--- config.mk ---
export PLATFORM = sky130hd
export DESIGN_NAME = rvc_expander_top
export DESIGN_NICKNAME = d
export VERILOG_FILES = /design/src/hdl/rvc_pkg.sv /design/src/hdl/rvc_expander_top.sv /design/src/hdl/rvc_q0_expand.sv /design/src/hdl/rvc_q1_expand.sv /design/src/hdl/rvc_q2_expand.sv
export VERILOG_INCLUDE_DIRS = /design/src /design/src/hdl
export SDC_FILE = /design/constraint.sdc
export NUM_CORES = 1
export LEC_CHECK = 0
export ABC_AREA = 0
export BUFFER_PORTS_ARGS = -buffer_cell sky130_fd_sc_hd__buf_2
export CAP_MARGIN = 10
export CORE_ASPECT_RATIO = 1.1
export CORE_UTILIZATION = 46
export CTS_CLUSTER_DIAMETER = 80
export DETAILED_ROUTE_END_ITERATION = 12
export PLACE_DENSITY_LB_ADDON = 0.25
export RECOVER_POWER = 50
export SETUP_SLACK_MARGIN = 0.02
export SYNTH_ARGS = -nofsm -noshare
export SYNTH_HDL_FRONTEND = slang
export SYNTH_SLANG_ARGS = --single-unit
--- constraint.sdc ---
create_clock -name clk_i -period 2 [get_ports clk_i]
set_input_delay 0.2 -clock clk_i [delete_from_list [all_inputs] [get_ports clk_i]]
set_output_delay 0.2 -clock clk_i [all_outputs]
set_load 0.005 [all_outputs]
--- src/hdl/rvc_config.svh ---
`ifndef RVC_CONFIG_SVH
`define RVC_CONFIG_SVH

// canonical nop, addi x0, x0, 0
`define RVC_NOP_INST      32'h0000_0013

// major opcodes
`define RV_OPC_OP_IMM     7'b0010011
`define RV_OPC_LOAD       7'b0000011
`define RV_OPC_STORE      7'b0100011
`define RV_OPC_OP         7'b0110011
`define RV_OPC_LUI        7'b0110111

// funct3 codes
`define RV_F3_ADD         3'b000  // add, sub, addi
`define RV_F3_SLL         3'b001
`define RV_F3_LW          3'b010  // lw and sw share it
`define RV_F3_XOR         3'b100
`define RV_F3_SR          3'b101  // srl, sra
`define RV_F3_OR          3'b110
`define RV_F3_AND         3'b111

// funct7 of sub and srai
`define RV_F7_ALT         7'b0100000

`define RV_REG_SP         5'd2

// x8..x15 from a 3-bit field
`define RVC_CREG_PREFIX   2'b01

`endif

--- src/hdl/rvc_pkg.sv ---
`default_nettype none

package rvc_pkg;

    // 16-bit compressed instruction
    typedef logic [15:0] rvc_inst_t;

    // 32-bit rv32i instruction
    typedef logic [31:0] rv_inst_t;

    typedef logic [4:0] reg_idx_t;   // x0..x31
    typedef logic [2:0] creg_idx_t;  // x8..x15, compressed form

    // four-phase req/ack handshake
    typedef enum logic [1:0] {
        HS_IDLE   = 2'd0,  // waiting for req
        HS_EXPAND = 2'd1,  // instruction captured
        HS_ACK    = 2'd2   // result valid, waiting for req low
    } hs_state_t;

endpackage

`default_nettype wire

--- src/hdl/rvc_expander_top.sv ---
`timescale 1ns/1ps
`default_nettype none

`include "rvc_config.svh"

module rvc_expander_top (
    input  wire                     clk_i,
    input  wire                     rst_n_i,
    input  wire                     req_i,
    input  wire rvc_pkg::rvc_inst_t inst_i,
    output logic                    ack_o,
    output rvc_pkg::rv_inst_t       expanded_o
);

    rvc_pkg::hs_state_t state_q;
    rvc_pkg::rvc_inst_t inst_q;      // captured request
    logic               capture_en;
    rvc_pkg::rv_inst_t  q0_inst;
    rvc_pkg::rv_inst_t  q1_inst;
    rvc_pkg::rv_inst_t  q2_inst;
    rvc_pkg::rv_inst_t  sel_inst;

    // first edge with req high while idle
    assign capture_en = (state_q == rvc_pkg::HS_IDLE) && req_i;

    always_ff @(posedge clk_i) begin
        if (capture_en) begin
            inst_q <= inst_i;
        end
    end

    rvc_q0_expand u_q0 (
        .inst_i (inst_q),
        .inst_o (q0_inst)
    );

    rvc_q1_expand u_q1 (
        .inst_i (inst_q),
        .inst_o (q1_inst)
    );

    rvc_q2_expand u_q2 (
        .inst_i (inst_q),
        .inst_o (q2_inst)
    );

    // quadrant by op bits
    always_comb begin
        case (inst_q[1:0])
            2'b00:   sel_inst = q0_inst;
            2'b01:   sel_inst = q1_inst;
            2'b10:   sel_inst = q2_inst;
            default: sel_inst = `RVC_NOP_INST;  // uncompressed word
        endcase
    end

    always_ff @(posedge clk_i or negedge rst_n_i) begin
        if (!rst_n_i) begin
            state_q    <= rvc_pkg::HS_IDLE;
            ack_o      <= 1'b0;
            expanded_o <= `RVC_NOP_INST;
        end else begin
            case (state_q)
                rvc_pkg::HS_IDLE: begin
                    if (req_i) begin
                        state_q <= rvc_pkg::HS_EXPAND;
                    end
                end
                rvc_pkg::HS_EXPAND: begin
                    expanded_o <= sel_inst;
                    ack_o      <= 1'b1;
                    state_q    <= rvc_pkg::HS_ACK;
                end
                rvc_pkg::HS_ACK: begin
                    // hold result until requester lets go
                    if (!req_i) begin
                        ack_o   <= 1'b0;
                        state_q <= rvc_pkg::HS_IDLE;
                    end
                end
                default: begin
                    ack_o   <= 1'b0;
                    state_q <= rvc_pkg::HS_IDLE;
                end
            endcase
        end
    end

endmodule

`default_nettype wire

--- src/hdl/rvc_q0_expand.sv ---
`timescale 1ns/1ps
`default_nettype none

`include "rvc_config.svh"

module rvc_q0_expand (
    input  wire rvc_pkg::rvc_inst_t inst_i,
    output rvc_pkg::rv_inst_t       inst_o
);

    rvc_pkg::creg_idx_t rs1_c;  // rs1' of c.lw and c.sw
    rvc_pkg::creg_idx_t rd_c;   // rd' or rs2'
    rvc_pkg::reg_idx_t  rs1;
    rvc_pkg::reg_idx_t  rd;
    logic [11:0]        imm_4spn;
    logic [11:0]        imm_word;

    assign rs1_c = inst_i[9:7];
    assign rd_c  = inst_i[4:2];
    assign rs1   = {`RVC_CREG_PREFIX, rs1_c};
    assign rd    = {`RVC_CREG_PREFIX, rd_c};

    // nzuimm[5:4|9:6|2|3] at bits 12:5
    assign imm_4spn = {2'b00, inst_i[10:7], inst_i[12:11], inst_i[5], inst_i[6], 2'b00};

    // uimm[5:3] at 12:10, uimm[2] at 6, uimm[6] at 5
    assign imm_word = {5'b0, inst_i[5], inst_i[12:10], inst_i[6], 2'b00};

    always_comb begin
        inst_o = `RVC_NOP_INST;
        case (inst_i[15:13])
            3'b000: begin  // c.addi4spn
                inst_o = {imm_4spn, `RV_REG_SP, `RV_F3_ADD, rd, `RV_OPC_OP_IMM};
            end
            3'b010: begin  // c.lw
                inst_o = {imm_word, rs1, `RV_F3_LW, rd, `RV_OPC_LOAD};
            end
            3'b110: begin
                // c.sw with its offset split across imm[11:5] and imm[4:0]
                inst_o = {imm_word[11:5], rd, rs1, `RV_F3_LW, imm_word[4:0],
                          `RV_OPC_STORE};
            end
            default: begin
                inst_o = `RVC_NOP_INST;
            end
        endcase
    end

endmodule

`default_nettype wire

--- src/hdl/rvc_q1_expand.sv ---
`timescale 1ns/1ps
`default_nettype none

`include "rvc_config.svh"

module rvc_q1_expand (
    input  wire rvc_pkg::rvc_inst_t inst_i,
    output rvc_pkg::rv_inst_t       inst_o
);

    rvc_pkg::reg_idx_t  rd;       // full rd for addi, li, lui
    rvc_pkg::creg_idx_t rd_c;
    rvc_pkg::creg_idx_t rs2_c;
    rvc_pkg::reg_idx_t  rd_p;     // widened rd'/rs1'
    rvc_pkg::reg_idx_t  rs2_p;
    logic [11:0]        imm_sext;
    logic [11:0]        imm_16sp;
    logic [4:0]         shamt;

    assign rd    = inst_i[11:7];
    assign rd_c  = inst_i[9:7];
    assign rs2_c = inst_i[4:2];
    assign rd_p  = {`RVC_CREG_PREFIX, rd_c};
    assign rs2_p = {`RVC_CREG_PREFIX, rs2_c};
    assign shamt = inst_i[6:2];

    // imm[5] at bit 12, imm[4:0] at 6:2
    assign imm_sext = {{7{inst_i[12]}}, inst_i[6:2]};

    // nzimm[9|4|6|8:7|5] at 12, 6:2
    assign imm_16sp = {{3{inst_i[12]}}, inst_i[4:3], inst_i[5], inst_i[2], inst_i[6], 4'b0000};

    always_comb begin
        inst_o = `RVC_NOP_INST;
        case (inst_i[15:13])
            3'b000: begin  // c.addi
                inst_o = {imm_sext, rd, `RV_F3_ADD, rd, `RV_OPC_OP_IMM};
            end
            3'b010: begin  // c.li
                inst_o = {imm_sext, 5'd0, `RV_F3_ADD, rd, `RV_OPC_OP_IMM};
            end
            3'b011: begin
                if (rd == `RV_REG_SP) begin
                    // c.addi16sp
                    inst_o = {imm_16sp, `RV_REG_SP, `RV_F3_ADD, `RV_REG_SP,
                              `RV_OPC_OP_IMM};
                end else begin
                    // c.lui, same 6-bit imm lands in [17:12]
                    inst_o = {{8{imm_sext[11]}}, imm_sext, rd, `RV_OPC_LUI};
                end
            end
            3'b100: begin
                case (inst_i[11:10])
                    2'b00: begin  // c.srli
                        inst_o = {7'b0, shamt, rd_p, `RV_F3_SR, rd_p, `RV_OPC_OP_IMM};
                    end
                    2'b01: begin  // c.srai
                        inst_o = {`RV_F7_ALT, shamt, rd_p, `RV_F3_SR, rd_p,
                                  `RV_OPC_OP_IMM};
                    end
                    2'b10: begin  // c.andi
                        inst_o = {imm_sext, rd_p, `RV_F3_AND, rd_p, `RV_OPC_OP_IMM};
                    end
                    default: begin
                        if (!inst_i[12]) begin
                            case (inst_i[6:5])
                                2'b00: inst_o = {`RV_F7_ALT, rs2_p, rd_p, `RV_F3_ADD, rd_p,
                                                 `RV_OPC_OP};  // c.sub
                                2'b01: inst_o = {7'b0, rs2_p, rd_p, `RV_F3_XOR, rd_p,
                                                 `RV_OPC_OP};  // c.xor
                                2'b10: inst_o = {7'b0, rs2_p, rd_p, `RV_F3_OR, rd_p,
                                                 `RV_OPC_OP};  // c.or
                                default: inst_o = {7'b0, rs2_p, rd_p, `RV_F3_AND, rd_p,
                                                   `RV_OPC_OP};  // c.and
                            endcase
                        end else begin
                            // rv64 subw/addw space
                            inst_o = `RVC_NOP_INST;
                        end
                    end
                endcase
            end
            default: begin
                // c.jal, c.j, c.beqz, c.bnez not supported
                inst_o = `RVC_NOP_INST;
            end
        endcase
    end

endmodule

`default_nettype wire

--- src/hdl/rvc_q2_expand.sv ---
`timescale 1ns/1ps
`default_nettype none

`include "rvc_config.svh"

module rvc_q2_expand (
    input  wire rvc_pkg::rvc_inst_t inst_i,
    output rvc_pkg::rv_inst_t       inst_o
);

    rvc_pkg::reg_idx_t rd;   // rd or rs1
    rvc_pkg::reg_idx_t rs2;
    logic [11:0]       imm_lwsp;
    logic [11:0]       imm_swsp;

    assign rd  = inst_i[11:7];
    assign rs2 = inst_i[6:2];

    // uimm[5] at 12, uimm[4:2|7:6] at 6:2
    assign imm_lwsp = {4'b0, inst_i[3:2], inst_i[12], inst_i[6:4], 2'b00};

    // uimm[5:2|7:6] at 12:7
    assign imm_swsp = {4'b0, inst_i[8:7], inst_i[12:9], 2'b00};

    always_comb begin
        inst_o = `RVC_NOP_INST;
        case (inst_i[15:13])
            3'b000: begin  // c.slli, shamt in 6:2
                inst_o = {7'b0, rs2, rd, `RV_F3_SLL, rd, `RV_OPC_OP_IMM};
            end
            3'b010: begin  // c.lwsp
                inst_o = {imm_lwsp, `RV_REG_SP, `RV_F3_LW, rd, `RV_OPC_LOAD};
            end
            3'b100: begin
                if (rs2 == 5'd0) begin
                    // c.jr, c.jalr, c.ebreak
                    inst_o = `RVC_NOP_INST;
                end else if (!inst_i[12]) begin
                    // c.mv
                    inst_o = {7'b0, rs2, 5'd0, `RV_F3_ADD, rd, `RV_OPC_OP};
                end else begin
                    // c.add
                    inst_o = {7'b0, rs2, rd, `RV_F3_ADD, rd, `RV_OPC_OP};
                end
            end
            3'b110: begin  // c.swsp
                inst_o = {imm_swsp[11:5], rs2, `RV_REG_SP, `RV_F3_LW, imm_swsp[4:0],
                          `RV_OPC_STORE};
            end
            default: begin
                inst_o = `RVC_NOP_INST;
            end
        endcase
    end

endmodule

`default_nettype wire

==> flow_summary.json <==
{
  "outcome": "complete, no violations",
  "cts_tree": "done",
  "clock_sinks": 47,
  "utilization_pct": 61.7,
  "cpLargestDelayFamily": "simple AND/OR/NAND/NOR gates",
  "grt_antenna_before_repair": 0,
  "fmax_mhz": 542,
  "required_ps": 2190,
  "critPathSlowestCell": "edfxtp_1",
  "p_seq_share_pct": 38.1,
  "drv_cap": 0,
  "post_dp_cell_area_sq_um": 3270,
  "final_cell_area_sq_um": 3400,
  "grt_overflow_total": 0,
  "critPathMaxStageDelay_ps": 630,
  "worstSetupPathType": "reg2reg",
  "fin_nets": 397,
  "grt_max_degree": 32,
  "worstMarginPinSlew_ps": 798,
  "vdd_drop_max_mv": 0.743,
  "setup_viol": 0,
  "whs_ps": 56.6,
  "arrival_ps": 2040,
  "synth_cells": 298,
  "p_sw_share_pct": 36.9,
  "numCtsBuffers": 5,
  "relSlewSlack_pct": 46.8,
  "antenna_cells": 0,
  "hold_viol": 0,
  "post-route-period-util_pct": 92.2,
  "clkSlewWorstSetupHoldPaths_ps": 100,
  "io_pins": 52,
  "p_leak_nw": 1.46,
  "finalMaxSlewViolations": 0,
  "htree_num_levels": 2,
  "root_buffer": "clkbuf_8",
  "drt_wl_total_microns": 8400,
  "core-area_sq_um": 5500,
  "avgSynthCellArea_sq_um": 8.97,
  "drt-initial-drc-count": 281,
  "power.density_nw_per_um2": 1170,
  "synth-edff-count": 16,
  "multi_input_area_sq_um": 1280,
  "yosys_warnings": 0,
  "insertion_delay_ps": 310,
  "crit_path_end_kind": "register",
  "clk_path_buf_depth": 2,
  "ys.flop_type": "dfrtp_1",
  "track_usage_pct": 29.5,
  "drc": 0,
  "rsz0062_at_grt": "false",
  "combPwrFrac_pct": 40.9,
  "fin_cells": 454,
  "async_flop_share_pct": 66.0,
  "ys_ff_latch": 47,
  "min_period_ps": 1840,
  "clockPowerShare_pct": 21.0,
  "tns_ps": 0,
  "grt_pass1_wl_microns": 13000,
  "die_y_microns": 82.0,
  "area_growth_pct": 27.0,
  "die-area_sq_um": 6120,
  "cp.buffers_inverters": 0,
  "dp.cells": 445,
  "yosysSeqAreaShare_pct": 47.0,
  "path_max_fanout": 13,
  "wl_per_cell_microns": 18.5,
  "p_int_mw": 2.50,
  "firstDrtPassIters": 5,
  "p_sw_mw": 1.46,
  "fillers": 486,
  "regArea_sq_um": 1260,
  "grt_pass1_vias": 2529,
  "start_util_pct": 48.6,
  "synthesis.area_sq_um": 2670,
  "fp.dieW_microns": 74.7,
  "timing.critical_path.cells": "nor2_1, and3_1, a211oi_1, o21ai_0, or3_1",
  "rows": 28,
  "hpwlAfterDp_microns": 6370,
  "synth_cell_type_count": 55,
  "port-buffer-count": 47,
  "drive_gt1_share_pct": 25.3,
  "routabilityCongestion": 1.01,
  "vias": 2757,
  "hp-class": "in2reg",
  "worstSetupStartpointType": "register",
  "ant_nets": 0,
  "via_per_inst": 6.07,
  "finClkSkew_ps": 12.9
}
## Yosys cell counts (all sizes together), types with 4 or more instances
library cell  instances  area, sq um
nand3                10         50.1
nor2b                 4         25.0
nor3b                 7         52.6
nor3                 11         60.1
a31oi                 7         43.8
a211oi                4         35.0
nand4                 4         25.0
inv                   6         22.5
nor2                 22         82.6
dfrtp                30          751
clkbuf               15         56.3
nand2                29          109
and3                  5         36.3
o221ai                4         35.0
buf                  11         63.8
o211ai                6         45.0
o21ai                30          150
a21oi                28          140
nand2b                5         31.3
edfxtp               16          480
## cell usage in the layout (no fill, tap or decap), types with 7 or more instances in the layout
cell / instances
nor3b_1: 7
a21oi_1: 28
clkbuf_1: 17
buf_2: 30
nor3_1: 10
nand3_1: 10
a31oi_1: 7
nand2_1: 29
dfrtp_1: 30
nor2_1: 21
o21ai_0: 28
edfxtp_1: 16
buf_4: 48
## power groups by stage
stage	registers (mW)	logic, mW	clock network (mW)
after floorplan	1.53	0.835	0
after global placement	1.51	1.63	0
after detailed placement	1.53	1.63	0
after CTS	1.51	1.63	0.842
after global routing	1.56	1.77	0.876
final	1.51	1.62	0.834
## timing repair
item | CTS | global route
endpoints found under the setup margin | 0 | 1
hold endpoints to repair | 30 | 0
gates resized for setup | 0 | 1
setup buffers | 0 | 0
hold buffers | 1 | 0
## sequential cells by signal, summed over array words and instances (netlist names)
signal / count
state_q: 2
ack_o: 1
expanded_o: 28
inst_q: 16
## metal layers
metal,share of wire (%),wire length (microns),vias to the layer above,track usage (%)
li1,-,-,1265,-
met1,41,3450,1293,38.3
met2,47,3980,161,48.8
met3,7.8,652,38,3.68
met4,3.8,321,0,13.0
met5,0,0,-,0
## per-stage QoR
step	worst slack, ps	power, mW
after floorplan	250	2.36
final	156	3.97
after CTS	143	3.98
after global placement	168	3.15
after detailed placement	158	3.15
after global routing	41.0	4.21
## final cells by class
| cell class | count | area share (%) |
|---|---|---|
| clock buffers | 6 | 2.14 |
| clock inverters | 2 | 1.77 |
| inverters | 7 | 0.774 |
| multi-input cells | 220 | 37.7 |
| flip-flops and latches | 47 | 37.0 |
| well taps | 75 | 2.76 |
| repair buffers | 97 | 17.8 |
## final timing paths
check	startpoint	end	slack, ps	cells past startpoint
worst max register to register	inst_q[14]	expanded_o[16]	160	5
worst max-delay path	inst_q[14]	expanded_o[16]	160	5
max in group asynchronous	rst_n_i	expanded_o[5]	990	2
worst min-delay path	inst_i[0]	inst_q[0]	60	1
worst min register to register	expanded_o[4]	expanded_o[4]	480	2
min in group asynchronous	rst_n_i	expanded_o[18]	500	2
## cells by family after synthesis
family / Yosys count / share of synthesized area (%)
compound gates: 103 / 24.7
mux: 3 / 1.12
simple gates: 110 / 21.4
buf+inv: 33 / 5.47
flops: 47 / 47.0
other cells: 2 / 0.281
Note: power is estimated with default switching activity, not from simulation.
